<file path="src/design/io_pkg.sv">
package io_pkg;

  // Bus and peripheral widths
  localparam int word_w  = 16;
  localparam int pin_w   = 8;   // GPIO port pins
  localparam int led_w   = 3;   // RGB lines
  localparam int btn_w   = 11;
  localparam int btn_lsb = 16;  // First button bit in shifted word
  localparam int byte_w  = 8;   // SPI byte
  localparam int shift_w = 32;  // Payload shift register

  // One-hot region bits in io_addr
  localparam int addr_in_bit     = 8;
  localparam int addr_out_bit    = 9;
  localparam int addr_dir_bit    = 10;
  localparam int addr_misc_bit   = 11;
  localparam int addr_ticks_bit  = 14;
  localparam int addr_cycles_bit = 15;

  // Selector field inside the misc region
  localparam int sel_lsb = 4;
  localparam int sel_w   = 4;

  localparam logic [sel_w-1:0] sel_led     = 4'd11;
  localparam logic [sel_w-1:0] sel_sdm_r   = 4'd12;
  localparam logic [sel_w-1:0] sel_sdm_g   = 4'd13;
  localparam logic [sel_w-1:0] sel_sdm_b   = 4'd14;
  localparam logic [sel_w-1:0] sel_buttons = 4'd15;

  localparam logic [byte_w-1:0] btn_cmd = 8'hF4; // Button frame command

  typedef logic [word_w-1:0] word_t;

  // Low two address bits pick the read-modify-write flavour
  typedef enum logic [1:0] {
    op_write  = 2'd0,
    op_clear  = 2'd1,
    op_set    = 2'd2,
    op_toggle = 2'd3
  } bit_op_t;

  // Write enables already qualified by io_wr
  typedef struct packed {
    logic out;
    logic dir;
    logic led;
    logic sdm_r;
    logic sdm_g;
    logic sdm_b;
    logic ticks;
  } io_wr_t;

  // Write side of the SPI protocol layer
  typedef struct packed {
    logic [byte_w-1:0] data;
    logic              cmd;       // Byte is the command byte
    logic              stb;       // Byte valid
    logic              frame_end; // Chip select released
  } spi_wr_t;

  // Everything the decoder can read back
  typedef struct packed {
    logic [pin_w-1:0] pin_in;
    logic [pin_w-1:0] pin_out;
    logic [pin_w-1:0] pin_dir;
    logic [led_w-1:0] leds;
    word_t            sdm_r;
    word_t            sdm_g;
    word_t            sdm_b;
    word_t            ticks;
    word_t            cycles;
    logic [btn_w-1:0] buttons;
  } io_rd_t;

  // Write, clear, set or toggle bits of a register
  function automatic word_t bit_modify(word_t old_val, word_t data, bit_op_t op);
    case (op)
      op_write:  return data;
      op_clear:  return old_val & ~data;
      op_set:    return old_val | data;
      op_toggle: return old_val ^ data;
      default:   return data;
    endcase
  endfunction

endpackage
</file>
<file path="src/design/io_top.sv">
`timescale 1ns/1ps

module io_top (
  input  logic                      clk,
  input  logic                      arst_n,
  input  logic                      io_rd,   // Reads have no side effects
  input  logic                      io_wr,
  input  io_pkg::word_t             io_addr,
  input  io_pkg::word_t             io_dout,
  output io_pkg::word_t             io_din,
  input  io_pkg::spi_wr_t           spi_wr,
  input  logic [io_pkg::pin_w-1:0]  pin_in,
  output logic [io_pkg::pin_w-1:0]  pin_out,
  output logic [io_pkg::pin_w-1:0]  pin_oe,
  output logic [io_pkg::led_w-1:0]  led,
  output logic                      irq
);

  io_pkg::io_wr_t       wr_en;
  io_pkg::bit_op_t      op;
  wire io_pkg::io_rd_t  rd_vals;  // Fields driven by each peripheral

  io_decode u_decode (
    .io_wr   (io_wr),
    .io_addr (io_addr),
    .rd_vals (rd_vals),
    .wr_en   (wr_en),
    .op      (op),
    .io_din  (io_din)
  );

  gpio_port u_gpio (
    .clk          (clk),
    .arst_n       (arst_n),
    .wr_en        (wr_en),
    .op           (op),
    .wdata        (io_dout),
    .pin_in       (pin_in),
    .pin_out      (pin_out),
    .pin_oe       (pin_oe),
    .rd_vals_gpio ({rd_vals.pin_in, rd_vals.pin_out, rd_vals.pin_dir})
  );

  tick_timer u_timer (
    .clk    (clk),
    .arst_n (arst_n),
    .wr_en  (wr_en),
    .wdata  (io_dout),
    .irq    (irq),
    .ticks  (rd_vals.ticks),
    .cycles (rd_vals.cycles)
  );

  // Static bits and sigma-delta per colour
  led_pwm u_led (
    .clk    (clk),
    .arst_n (arst_n),
    .wr_en  (wr_en),
    .op     (op),
    .wdata  (io_dout),
    .led    (led),
    .leds   (rd_vals.leds),
    .sdm_r  (rd_vals.sdm_r),
    .sdm_g  (rd_vals.sdm_g),
    .sdm_b  (rd_vals.sdm_b)
  );

  // Fed straight from the SPI protocol layer
  button_capture u_buttons (
    .clk     (clk),
    .arst_n  (arst_n),
    .spi_wr  (spi_wr),
    .buttons (rd_vals.buttons)
  );

endmodule

</file>
<file path="src/design/button_capture.sv">
`timescale 1ns/1ps

module button_capture (
  input  logic                      clk,
  input  logic                      arst_n,
  input  io_pkg::spi_wr_t           spi_wr,
  output logic [io_pkg::btn_w-1:0]  buttons
);

  logic [io_pkg::byte_w-1:0]  cmd_q;    // Last command byte
  logic [io_pkg::shift_w-1:0] shift_q;  // Newest byte at the bottom

  always_ff @(posedge clk or negedge arst_n) begin
    if (!arst_n) begin
      cmd_q   <= '0;
      shift_q <= '0;
      buttons <= '0;
    end else begin
      if (spi_wr.stb && spi_wr.cmd) begin
        cmd_q <= spi_wr.data;
      end
      if (spi_wr.stb) begin
        shift_q <= {shift_q[io_pkg::shift_w-io_pkg::byte_w-1:0], spi_wr.data};
      end
      // Latch only frames carrying button state
      if (spi_wr.frame_end && (cmd_q == io_pkg::btn_cmd)) begin
        buttons <= shift_q[io_pkg::btn_lsb +: io_pkg::btn_w];
      end
    end
  end

endmodule

</file>
<file path="src/design/led_pwm.sv">
`timescale 1ns/1ps

module led_pwm (
  input  logic                      clk,
  input  logic                      arst_n,
  input  io_pkg::io_wr_t            wr_en,
  input  io_pkg::bit_op_t           op,
  input  io_pkg::word_t             wdata,
  output logic [io_pkg::led_w-1:0]  led,
  output logic [io_pkg::led_w-1:0]  leds,
  output io_pkg::word_t             sdm_r,
  output io_pkg::word_t             sdm_g,
  output io_pkg::word_t             sdm_b
);

  logic [io_pkg::led_w-1:0] leds_q;    // Static on bits
  io_pkg::word_t            leds_next;
  logic [io_pkg::led_w-1:0] sdm_we;    // Per channel setting write
  logic [io_pkg::led_w-1:0] sdm_bit;   // Modulator carries
  io_pkg::word_t            setting [io_pkg::led_w];

  assign leds_next = io_pkg::bit_modify(io_pkg::word_t'(leds_q), wdata, op);
  assign sdm_we    = {wr_en.sdm_b, wr_en.sdm_g, wr_en.sdm_r}; // Index 0 is red

  always_ff @(posedge clk or negedge arst_n) begin
    if (!arst_n) begin
      leds_q <= '0;
    end else if (wr_en.led) begin
      leds_q <= leds_next[io_pkg::led_w-1:0];
    end
  end

  // One first-order sigma-delta per colour
  for (genvar i = 0; i < io_pkg::led_w; i++) begin : g_sdm
    io_pkg::word_t           phase;
    logic [io_pkg::word_w:0] sum;  // Carry on top

    assign sum        = {1'b0, phase} + {1'b0, setting[i]};
    assign sdm_bit[i] = sum[io_pkg::word_w];

    always_ff @(posedge clk or negedge arst_n) begin
      if (!arst_n) begin
        setting[i] <= '0;
        phase      <= '0;
      end else if (sdm_we[i]) begin
        setting[i] <= wdata;
        phase      <= '0;  // Restart the accumulator
      end else begin
        phase <= sum[io_pkg::word_w-1:0];
      end
    end
  end

  // Line is static bit or modulator output
  always_ff @(posedge clk or negedge arst_n) begin
    if (!arst_n) begin
      led <= '0;
    end else begin
      led <= leds_q | sdm_bit;
    end
  end

  assign leds  = leds_q;
  assign sdm_r = setting[0];
  assign sdm_g = setting[1];
  assign sdm_b = setting[2];

endmodule

</file>
<file path="src/design/tick_timer.sv">
`timescale 1ns/1ps

module tick_timer (
  input  logic            clk,
  input  logic            arst_n,
  input  io_pkg::io_wr_t  wr_en,
  input  io_pkg::word_t   wdata,
  output logic            irq,
  output io_pkg::word_t   ticks,
  output io_pkg::word_t   cycles
);

  logic [io_pkg::word_w:0] ticks_inc; // Extra bit holds the carry

  assign ticks_inc = {1'b0, ticks} + 1'b1;

  always_ff @(posedge clk or negedge arst_n) begin
    if (!arst_n) begin
      ticks  <= '0;
      irq    <= 1'b0;
      cycles <= '0;
    end else begin
      if (wr_en.ticks) begin
        ticks <= wdata;  // Bus load wins over counting
      end else begin
        ticks <= ticks_inc[io_pkg::word_w-1:0];
      end
      // One-cycle pulse after FFFF wraps to zero
      irq    <= ticks_inc[io_pkg::word_w] & ~wr_en.ticks;
      cycles <= cycles + 1'b1; // Free running
    end
  end

endmodule

</file>
<file path="src/design/gpio_port.sv">
`timescale 1ns/1ps

module gpio_port (
  input  logic                         clk,
  input  logic                         arst_n,
  input  io_pkg::io_wr_t               wr_en,
  input  io_pkg::bit_op_t              op,
  input  io_pkg::word_t                wdata,
  input  logic [io_pkg::pin_w-1:0]     pin_in,
  output logic [io_pkg::pin_w-1:0]     pin_out,
  output logic [io_pkg::pin_w-1:0]     pin_oe,
  output logic [3*io_pkg::pin_w-1:0]   rd_vals_gpio  // {in, out, dir}
);

  logic [io_pkg::pin_w-1:0] in_q;   // Sampled pins
  logic [io_pkg::pin_w-1:0] out_q;
  logic [io_pkg::pin_w-1:0] dir_q;  // 1 drives the pin
  io_pkg::word_t            out_next;
  io_pkg::word_t            dir_next;

  // Modified values with upper bits dropped on store
  assign out_next = io_pkg::bit_modify(io_pkg::word_t'(out_q), wdata, op);
  assign dir_next = io_pkg::bit_modify(io_pkg::word_t'(dir_q), wdata, op);

  always_ff @(posedge clk or negedge arst_n) begin
    if (!arst_n) begin
      in_q  <= '0;
      out_q <= '0;
      dir_q <= '0;  // All pins input after reset
    end else begin
      in_q <= pin_in; // Input register like the pad cells
      if (wr_en.out) begin
        out_q <= out_next[io_pkg::pin_w-1:0];
      end
      if (wr_en.dir) begin
        dir_q <= dir_next[io_pkg::pin_w-1:0];
      end
    end
  end

  assign pin_out      = out_q;
  assign pin_oe       = dir_q;
  assign rd_vals_gpio = {in_q, out_q, dir_q};

endmodule

</file>
<file path="src/design/io_decode.sv">
`timescale 1ns/1ps

module io_decode (
  input  logic              io_wr,
  input  io_pkg::word_t     io_addr,
  input  io_pkg::io_rd_t    rd_vals,
  output io_pkg::io_wr_t    wr_en,
  output io_pkg::bit_op_t   op,
  output io_pkg::word_t     io_din
);

  logic                     misc;  // Misc region hit
  logic [io_pkg::sel_w-1:0] sel;   // Sub-address within misc region

  assign misc = io_addr[io_pkg::addr_misc_bit];
  assign sel  = io_addr[io_pkg::sel_lsb +: io_pkg::sel_w];

  // Bit operation rides on the two lowest address bits
  assign op = io_pkg::bit_op_t'(io_addr[1:0]);

  // Write enables
  always_comb begin
    wr_en       = '0;
    wr_en.out   = io_wr & io_addr[io_pkg::addr_out_bit];
    wr_en.dir   = io_wr & io_addr[io_pkg::addr_dir_bit];
    wr_en.led   = io_wr & misc & (sel == io_pkg::sel_led);
    wr_en.sdm_r = io_wr & misc & (sel == io_pkg::sel_sdm_r);
    wr_en.sdm_g = io_wr & misc & (sel == io_pkg::sel_sdm_g);
    wr_en.sdm_b = io_wr & misc & (sel == io_pkg::sel_sdm_b);
    wr_en.ticks = io_wr & io_addr[io_pkg::addr_ticks_bit]; // Load tick counter
  end

  // Read mux ORs in every matching source
  always_comb begin
    io_din = '0;
    if (io_addr[io_pkg::addr_in_bit]) begin
      io_din |= io_pkg::word_t'(rd_vals.pin_in);
    end
    if (io_addr[io_pkg::addr_out_bit]) begin
      io_din |= io_pkg::word_t'(rd_vals.pin_out);
    end
    if (io_addr[io_pkg::addr_dir_bit]) begin
      io_din |= io_pkg::word_t'(rd_vals.pin_dir);
    end
    if (misc && (sel == io_pkg::sel_led)) begin
      io_din |= io_pkg::word_t'(rd_vals.leds); // Static LED bits only
    end
    if (misc && (sel == io_pkg::sel_sdm_r)) begin
      io_din |= rd_vals.sdm_r;
    end
    if (misc && (sel == io_pkg::sel_sdm_g)) begin
      io_din |= rd_vals.sdm_g;
    end
    if (misc && (sel == io_pkg::sel_sdm_b)) begin
      io_din |= rd_vals.sdm_b;
    end
    if (misc && (sel == io_pkg::sel_buttons)) begin
      io_din |= io_pkg::word_t'(rd_vals.buttons);
    end
    if (io_addr[io_pkg::addr_ticks_bit]) begin
      io_din |= rd_vals.ticks;
    end
    if (io_addr[io_pkg::addr_cycles_bit]) begin
      io_din |= rd_vals.cycles;
    end
  end

endmodule

</file>
<file path="config.mk">
export PLATFORM = sky130hd
export DESIGN_NAME = io_top
export DESIGN_NICKNAME = d
export VERILOG_FILES = /design/src/design/io_pkg.sv /design/src/design/io_top.sv /design/src/design/button_capture.sv /design/src/design/led_pwm.sv /design/src/design/tick_timer.sv /design/src/design/gpio_port.sv /design/src/design/io_decode.sv
export SDC_FILE = /design/constraint.sdc
export NUM_CORES = 1
export LEC_CHECK = 0
export ABC_CLOCK_PERIOD_IN_PS = 2800
export BUFFER_PORTS_ARGS = -buffer_cell sky130_fd_sc_hd__buf_2
export CORE_MARGIN = 3
export CORE_UTILIZATION = 55
export CTS_BUF_LIST = sky130_fd_sc_hd__clkbuf_2
export DETAILED_ROUTE_END_ITERATION = 8
export PLACE_DENSITY = 0.77
export SLEW_MARGIN = 20
export SYNTH_ARGS = -nofsm -noshare
export SYNTH_HDL_FRONTEND = slang
export SYNTH_HIERARCHICAL = 1
export SYNTH_SLANG_ARGS = --single-unit
</file>
<file path="constraint.sdc">
create_clock -name clk -period 2.8 [get_ports clk]
set_clock_uncertainty 0.2 [all_clocks]
set_input_delay 0.28 -clock clk [delete_from_list [all_inputs] [get_ports clk]]
set_output_delay 0.28 -clock clk [all_outputs]
set_load 0.1 [all_outputs]
</file>
==> results of run 1 <==
[where the power goes]
part	internal, mW	switching, mW	total, mW
registers	3.69	0.512	4.20
logic	2.15	3.19	5.35
clock network	0.792	1.27	2.06
[what timing repair did]
action	in CTS	in global routing
endpoints found under the setup margin	11	14
hold buffers	77	0
endpoints found under the hold margin	365	0
gates resized for setup	11	8
buffers inserted	7	1
pin swaps	12	12
[metal layers]
| metal | share of wire, % | vias to the layer above | routed length [um] | track usage [%] |
|---|---|---|---|---|
| met4 | 2.7 | 0 | 846 | 8.87 |
| met2 | 50 | 352 | 15400 | 44.9 |
| met3 | 6.1 | 63 | 1900 | 4.33 |
| li1 | - | 4452 | - | - |
| met1 | 41 | 4730 | 12800 | 33.8 |
| met5 | 0 | - | 0 | 0 |
[cells in the final DEF, fill, tap and decap left out, drive strengths merged, types with 4 or more instances in the layout]
cell,synthesis,routed
a211o,6,6
a211oi,10,10
a21o,22,22
a21oi,46,46
a221o,10,10
a222oi,8,8
a22oi,16,16
a31oi,6,6
and2,25,25
and2b,5,5
and3,8,8
buf,45,120
clkbuf,15,83
clkinv,0,14
dfrtp,205,205
dlygate4sd3,0,76
ha,88,88
inv,59,60
mux2,106,106
mux2i,19,19
nand2,60,60
nand3,24,24
nand4,14,14
nor2,72,72
nor2b,29,29
nor3,29,29
nor3b,4,4
nor4,5,5
o211ai,8,8
o21a,5,5
o21ai,68,68
o221ai,16,16
or3,4,4
or4,4,4
xnor2,29,29
xor2,10,10
[registers in the layout, summed over array words and instances, names as in the netlist]
| signal | count |
|---|---|
| u_led/sdm_b | 16 |
| u_buttons/buttons | 11 |
| u_led/sdm_g | 16 |
| u_timer/ticks | 16 |
| u_buttons/cmd_q | 8 |
| u_timer/irq | 1 |
| u_buttons/shift_q | 27 |
| u_led/led | 3 |
| u_gpio/pin_out | 8 |
| u_led/leds | 3 |
| u_gpio/in_q | 8 |
| u_led/g_sdm.phase | 48 |
| u_timer/cycles | 16 |
| u_gpio/pin_oe | 8 |
| u_led/sdm_r | 16 |
[metrics by stage]
step | utilization [%] | std cells | total power [mW]
finish | 66.7 | 1629 | 11.6
floorplan | - | 1118 | 8.15
global route | 66.7 | 1629 | 12.4
CTS | 66.4 | 1627 | 11.5
global placement | 60.0 | 1445 | 9.07
detailed placement | 60.0 | 1445 | 9.30
[how the worst max path moves through the flow]
stage                                    end  cells after the start  slack, ns
finish                             io_din[6]                      4      -0.18
global route                       io_din[6]                      4      -0.27
CTS                                io_din[6]                      4      -0.15
detailed placement  u_led/g_sdm[0].phase[12]                      8       0.09
global placement    u_led/g_sdm[0].phase[12]                      8       0.15
floorplan                          io_din[3]                      4       0.23
[kinds of logic (layout without fill, tap and decap cells)]
group / count (synthesis) / in the layout / synth area share, %
and+or+nand+nor: 294 / 294 / 13.1
AOI/OAI and AO/OA: 242 / 242 / 14.2
DFF: 205 / 205 / 42.9
muxes: 128 / 128 / 12.1
buffers and inverters: 119 / 354 / 5.13
adders and majority gates: 91 / 91 / 9.72
xor gates and xnor gates: 39 / 39 / 2.86
other: 0 / 1 / 0
[cell type report]
class                           instances  area share [%]
Tap cell                              275            2.44
Inverter                               59            1.57
Antenna cell                            1          0.0177
Sequential cell                       205            36.4
Clock inverter                         16           0.541
Timing Repair Buffer                  197            11.7
Clock buffer                           82            2.91
Multi-Input combinational cell        794            44.5
[worst min-delay path, stage by stage]
cell,delay (ns)
dlygate4sd3_1,0.52
buf_2,0.16
nand2_1,0.07
o21ai_0,0.06
==> metrics.cfg, run 1 <==
[finish]
area_delta_synth_final_pct = 18.0
drive_above_1_share_pct = 25.6
multi_input_area_sq_um = 6270
nets = 1457
fillCellCount = 1573
design_area_sq_um = 14100
layout.area.seq_sq_um = 5130

[worst_setup_path]
crit_type = reg2out
crit_buf_inv = 1
reg2reg_to = u_led/g_sdm[0].phase[12]
crit_family = compound AO/OA/AOI/OAI gates
required_ns = 2.32
critPathSlowestCell = a222oi_1
crit_path_start_kind = flip-flop
reg2reg_from = u_led/sdm_r[0]
crit_chain = a222oi_1 > o211ai_1 > a221o_1 > buf_12
critPathMaxFanout = 1
cp-end-kind = primary output
slowest_delay_ns = 0.51
crit_arrival_ns = 2.50
reg2reg_depth = 8
startpoint = u_gpio/in_q[6]
r2r_slack_ns = 0.15

[die]
fp.dieW_um = 153
core_sq_um = 21200
rows = 53
fp.dieH_um = 153
start_util_pct = 56.5
fp.dieArea_sq_um = 23500
ioPinCount = 91

[logic_synthesis]
synth-seq-cells = 205
avgSynthCellArea_sq_um = 10.7
yosys-top-cells-area = dfrtp_1 (43%), ha_1 (9.2%), mux2_2 (8.9%)
synth_cell_type_count = 74
syn-cell-area_sq_um = 12000
ys_seq_area_share_pct = 42.9
synthesis.nets = 1264
synth_area_leader_cell = dfrtp_1
ys.flop_type = dfrtp_1
synth_common_cells = dfrtp_1 (205), mux2_2 (94), ha_1 (88)
synth_top_area_share_pct = 42.9
synth-edff-count = 0
synth.most_common_cell = dfrtp_1
syn_inst = 1118
async_flop_share_pct = 100
synth_warnings = 6

[pwr]
ir_drop_v = 0.000532
p_leak_nw = 6.67
power_density_nw_per_um2 = 823

[flow_run]
drv_cap = 0

[clock_network]
path_clk_slew_ns = 0.12
cts-root-buf = clkbuf_2
numCtsBuffers = 54
clock_latency_ns = 0.87
h-tree-depth = 2
cts_tree = built
clock-sinks = 205
clock_path_buffers = 3

[sta]
timing.final.crit_share_pct = 106
relSlewSlack_pct = 57.3
tns_ns = -0.499
fmax_mhz = 336
fin_crit_ns = 2.98
grt_setup_unrepaired = true
worst_slew_pin_slew_ns = 0.638
finalHoldViolCount = 0
layout_setup_ws_ns = -0.175
hold_ws_ns = 0.0935
drv_slew = 0
setup_viol = 6

[status]
violations = negative setup slack
status = finished with violations

[min_path]
hold_start = io_dout[12]
hold_path.class = in2reg
min_path_cells = 4
min_to = u_timer/ticks[12]

[detailed_routing]
routedWlPerCell_um = 19.0
vias = 9597
vias_per_cell = 5.89
drc = 0
drt.antenna.violating_nets = 0
first_pass_iters = 6
wl_um = 30900
drt_iter0_markers = 801

[placement]
place_ws_ns = 0.0907
dp.final_hpwl_um = 21400
place.port_buffers = 85
placed_area_sq_um = 12700
gp_routability_congestion = 0.937

[global_routing]
grt-ovfl-total = 0
grt_pass1_wl_um = 50000
grt_max_degree = 77
grt.total_usage_pct = 26.2
antenna_found_initial = 1
grt_pass1_vias = 9676

Power figures use the tool's default switching activity.
==> run 2: changes to the inputs <==
- ABC_AREA: default -> 0
- SKIP_CTS_REPAIR_TIMING: default -> 1
==> metrics.cfg, run 2 (synthesis gave the netlist of run 1 again) <==
[global_routing]
grt.total_usage_pct = 24.4  ; -1.8 points
antenna_found_initial = 1  ; unchanged
grt_max_degree = 77  ; unchanged
grt-ovfl-total = 0  ; unchanged
grt_pass1_vias = 9160  ; -5.3%
grt_pass1_wl_um = 46900  ; -6.3%

[finish]
layout_commonest_cell = dfrtp_1
area_delta_synth_final_pct = 17.3
instances_no_fill = 1619  ; -0.61%
final_cell_mix = dfrtp_1 (198), mux2_2 (94), ha_1 (88), clkbuf_2 (82), buf_2 (73)
biggestRegsByFlops = u_led/g_sdm.phase x48, u_buttons/shift_q x27
largest_reg_flops = 48  ; unchanged
design_area_sq_um = 14000  ; -0.63%
nets = 1447  ; -0.69%
layout.area.seq_sq_um = 5140  ; +0.12%
drive_above_1_share_pct = 26.0  ; +0.41 points
multi_input_area_sq_um = 6270  ; unchanged
fillCellCount = 1597  ; +1.5%
top_register = u_led/g_sdm.phase
fin_util_pct = 66.3  ; -0.42 points

[placement]
gp_routability_congestion = 0.937  ; unchanged
post-place-cells = 1445  ; unchanged
place_ws_ns = 0.0907  ; unchanged
dp.final_hpwl_um = 21400  ; unchanged
placed_area_sq_um = 12700  ; unchanged
place.port_buffers = 85  ; unchanged

[sta]
grt_setup_unrepaired = true
relSlewSlack_pct = 60.9  ; +3.7 points
tns_ns = -1.12  ; -0.625 ns
layout_setup_ws_ns = -0.295  ; -0.120 ns
finalHoldViolCount = 0  ; unchanged
setup_viol = 8  ; +2
worst_slew_pin_slew_ns = 0.586  ; -0.0521 ns
drv_slew = 0  ; unchanged
hold_ws_ns = 0.0376  ; -0.0560 ns
fmax_mhz = 323  ; -3.9%
fin_crit_ns = 3.10  ; +0.120 ns
timing.final.crit_share_pct = 111  ; +4.3 points

[clock_network]
h-tree-depth = 2  ; unchanged
numCtsBuffers = 54  ; unchanged
clock-sinks = 205  ; unchanged
cts-root-buf = clkbuf_2
clock_latency_ns = 0.85  ; -0.02 ns
clock_path_buffers = 3  ; unchanged
cts_tree = built
path_clk_slew_ns = 0.10  ; -0.02 ns

[die]
start_util_pct = 56.5  ; unchanged
rows = 53  ; unchanged
fp.dieArea_sq_um = 23500  ; unchanged
fp.dieW_um = 153  ; unchanged
fp.dieH_um = 153  ; unchanged
core_sq_um = 21200  ; unchanged
ioPinCount = 91  ; unchanged

[detailed_routing]
vias = 9481  ; -1.2%
drt_iter0_markers = 728  ; -9.1%
first_pass_iters = 8  ; +2
drt.antenna.violating_nets = 0  ; unchanged
drc = 0  ; unchanged
vias_per_cell = 5.86  ; -0.60%
wl_um = 30600  ; -0.89%
routedWlPerCell_um = 18.9  ; -0.28%

[worst_setup_path]
cp_common_cell = dlygate4sd3_1
r2r_slack_ns = 0.18  ; +0.03 ns
reg2reg_to = u_led/g_sdm[0].phase[12]
crit_path_start_kind = input port
crit_type = in2reg
slowest_delay_ns = 0.96  ; +0.45 ns
critPathSlowestCell = dlygate4sd3_1
endpoint = u_led/sdm_r[5]
startpoint = io_addr[11]
crit_chain = dlygate4sd3_1 > buf_2 > nand4b_4 > nor3b_2 > dlygate4sd3_1 > buf_12 > mux2_2 > dlygate4sd3_1
crit_arrival_ns = 3.63  ; +1.13 ns
critPathMaxFanout = 25  ; +24
required_ns = 3.33  ; +1.01 ns
reg2reg_from = u_led/sdm_r[0]
reg2reg_depth = 8  ; unchanged
cp-end-kind = flip-flop

[status]
status = finished with violations
violations = negative setup slack

[pwr]
switching_power_mw = 4.96  ; -0.21%
ir_drop_v = 0.000432  ; -19%
p_comb_share_pct = 45.9  ; -0.2 points
clkPwrFrac_pct = 17.7  ; about the same
pwr-share-seq_pct = 36.4  ; +0.2 points
power_density_nw_per_um2 = 827  ; +0.43%
p_int_mw = 6.62  ; -0.20%
p_total_mw = 11.6  ; -0.20%
p_sw_share_pct = 42.8  ; about the same
p_leak_nw = 6.62  ; -0.77%

[flow_run]
drv_cap = 0  ; unchanged

[min_path]
min_path_cells = 6  ; +2
hold_start = io_addr[7]
hold_path.class = in2reg

## run 2: cell types whose count changed in the layout (fill, tap and decap cells not counted)
cell and delta:
buf_4 -2, dfrtp_1 -5, dfrtp_2 +5, dlygate4sd3_1 -8
## run 2: how the worst min path moves through the flow
stage,endpoint,slack [ns]
after floorplan,u_buttons/buttons[0],-0.22
after global placement,u_led/led[2],0.12
after detailed placement,u_led/led[2],0.12
after CTS,u_led/sdm_g[9],-0.81
after global routing,u_led/g_sdm[0].phase[14],0.01
final,u_led/g_sdm[0].phase[14],0.04
## run 2: power groups by stage
stage | Combinational, mW | Sequential, mW | Clock (mW)
floorplan | 3.62 | 4.53 | 0
global placement | 4.84 | 4.23 | 0
detailed placement | 5.03 | 4.27 | 0
CTS | 5.06 | 4.21 | 2.12
global route | 5.84 | 4.29 | 2.28
finish | 5.32 | 4.22 | 2.05
## run 2: final cells by class
class	count	area share [%]
flip-flops and latches	205	36.7
diodes	1	0.0179
well taps	275	2.45
clock buffers	82	2.93
clock inverters	16	0.544
repair buffers	187	11.1
multi-input cells	794	44.7
inverters	59	1.58
## run 2: worst max-delay path: cells and delay by family
family,cells,cell delay [ns]
buf+inv,5,2.44
simple gates,2,0.56
mux,1,0.35
## run 2: metal layers
| metal | vias up | GRT usage, % | wire (um) |
|---|---|---|---|
| met5 | - | 0 | 39 |
| met4 | 2 | 8.58 | 947 |
| met3 | 67 | 4.42 | 2040 |
| met2 | 356 | 41.1 | 15000 |
| met1 | 4629 | 31.9 | 12600 |
| li1 | 4427 | - | - |
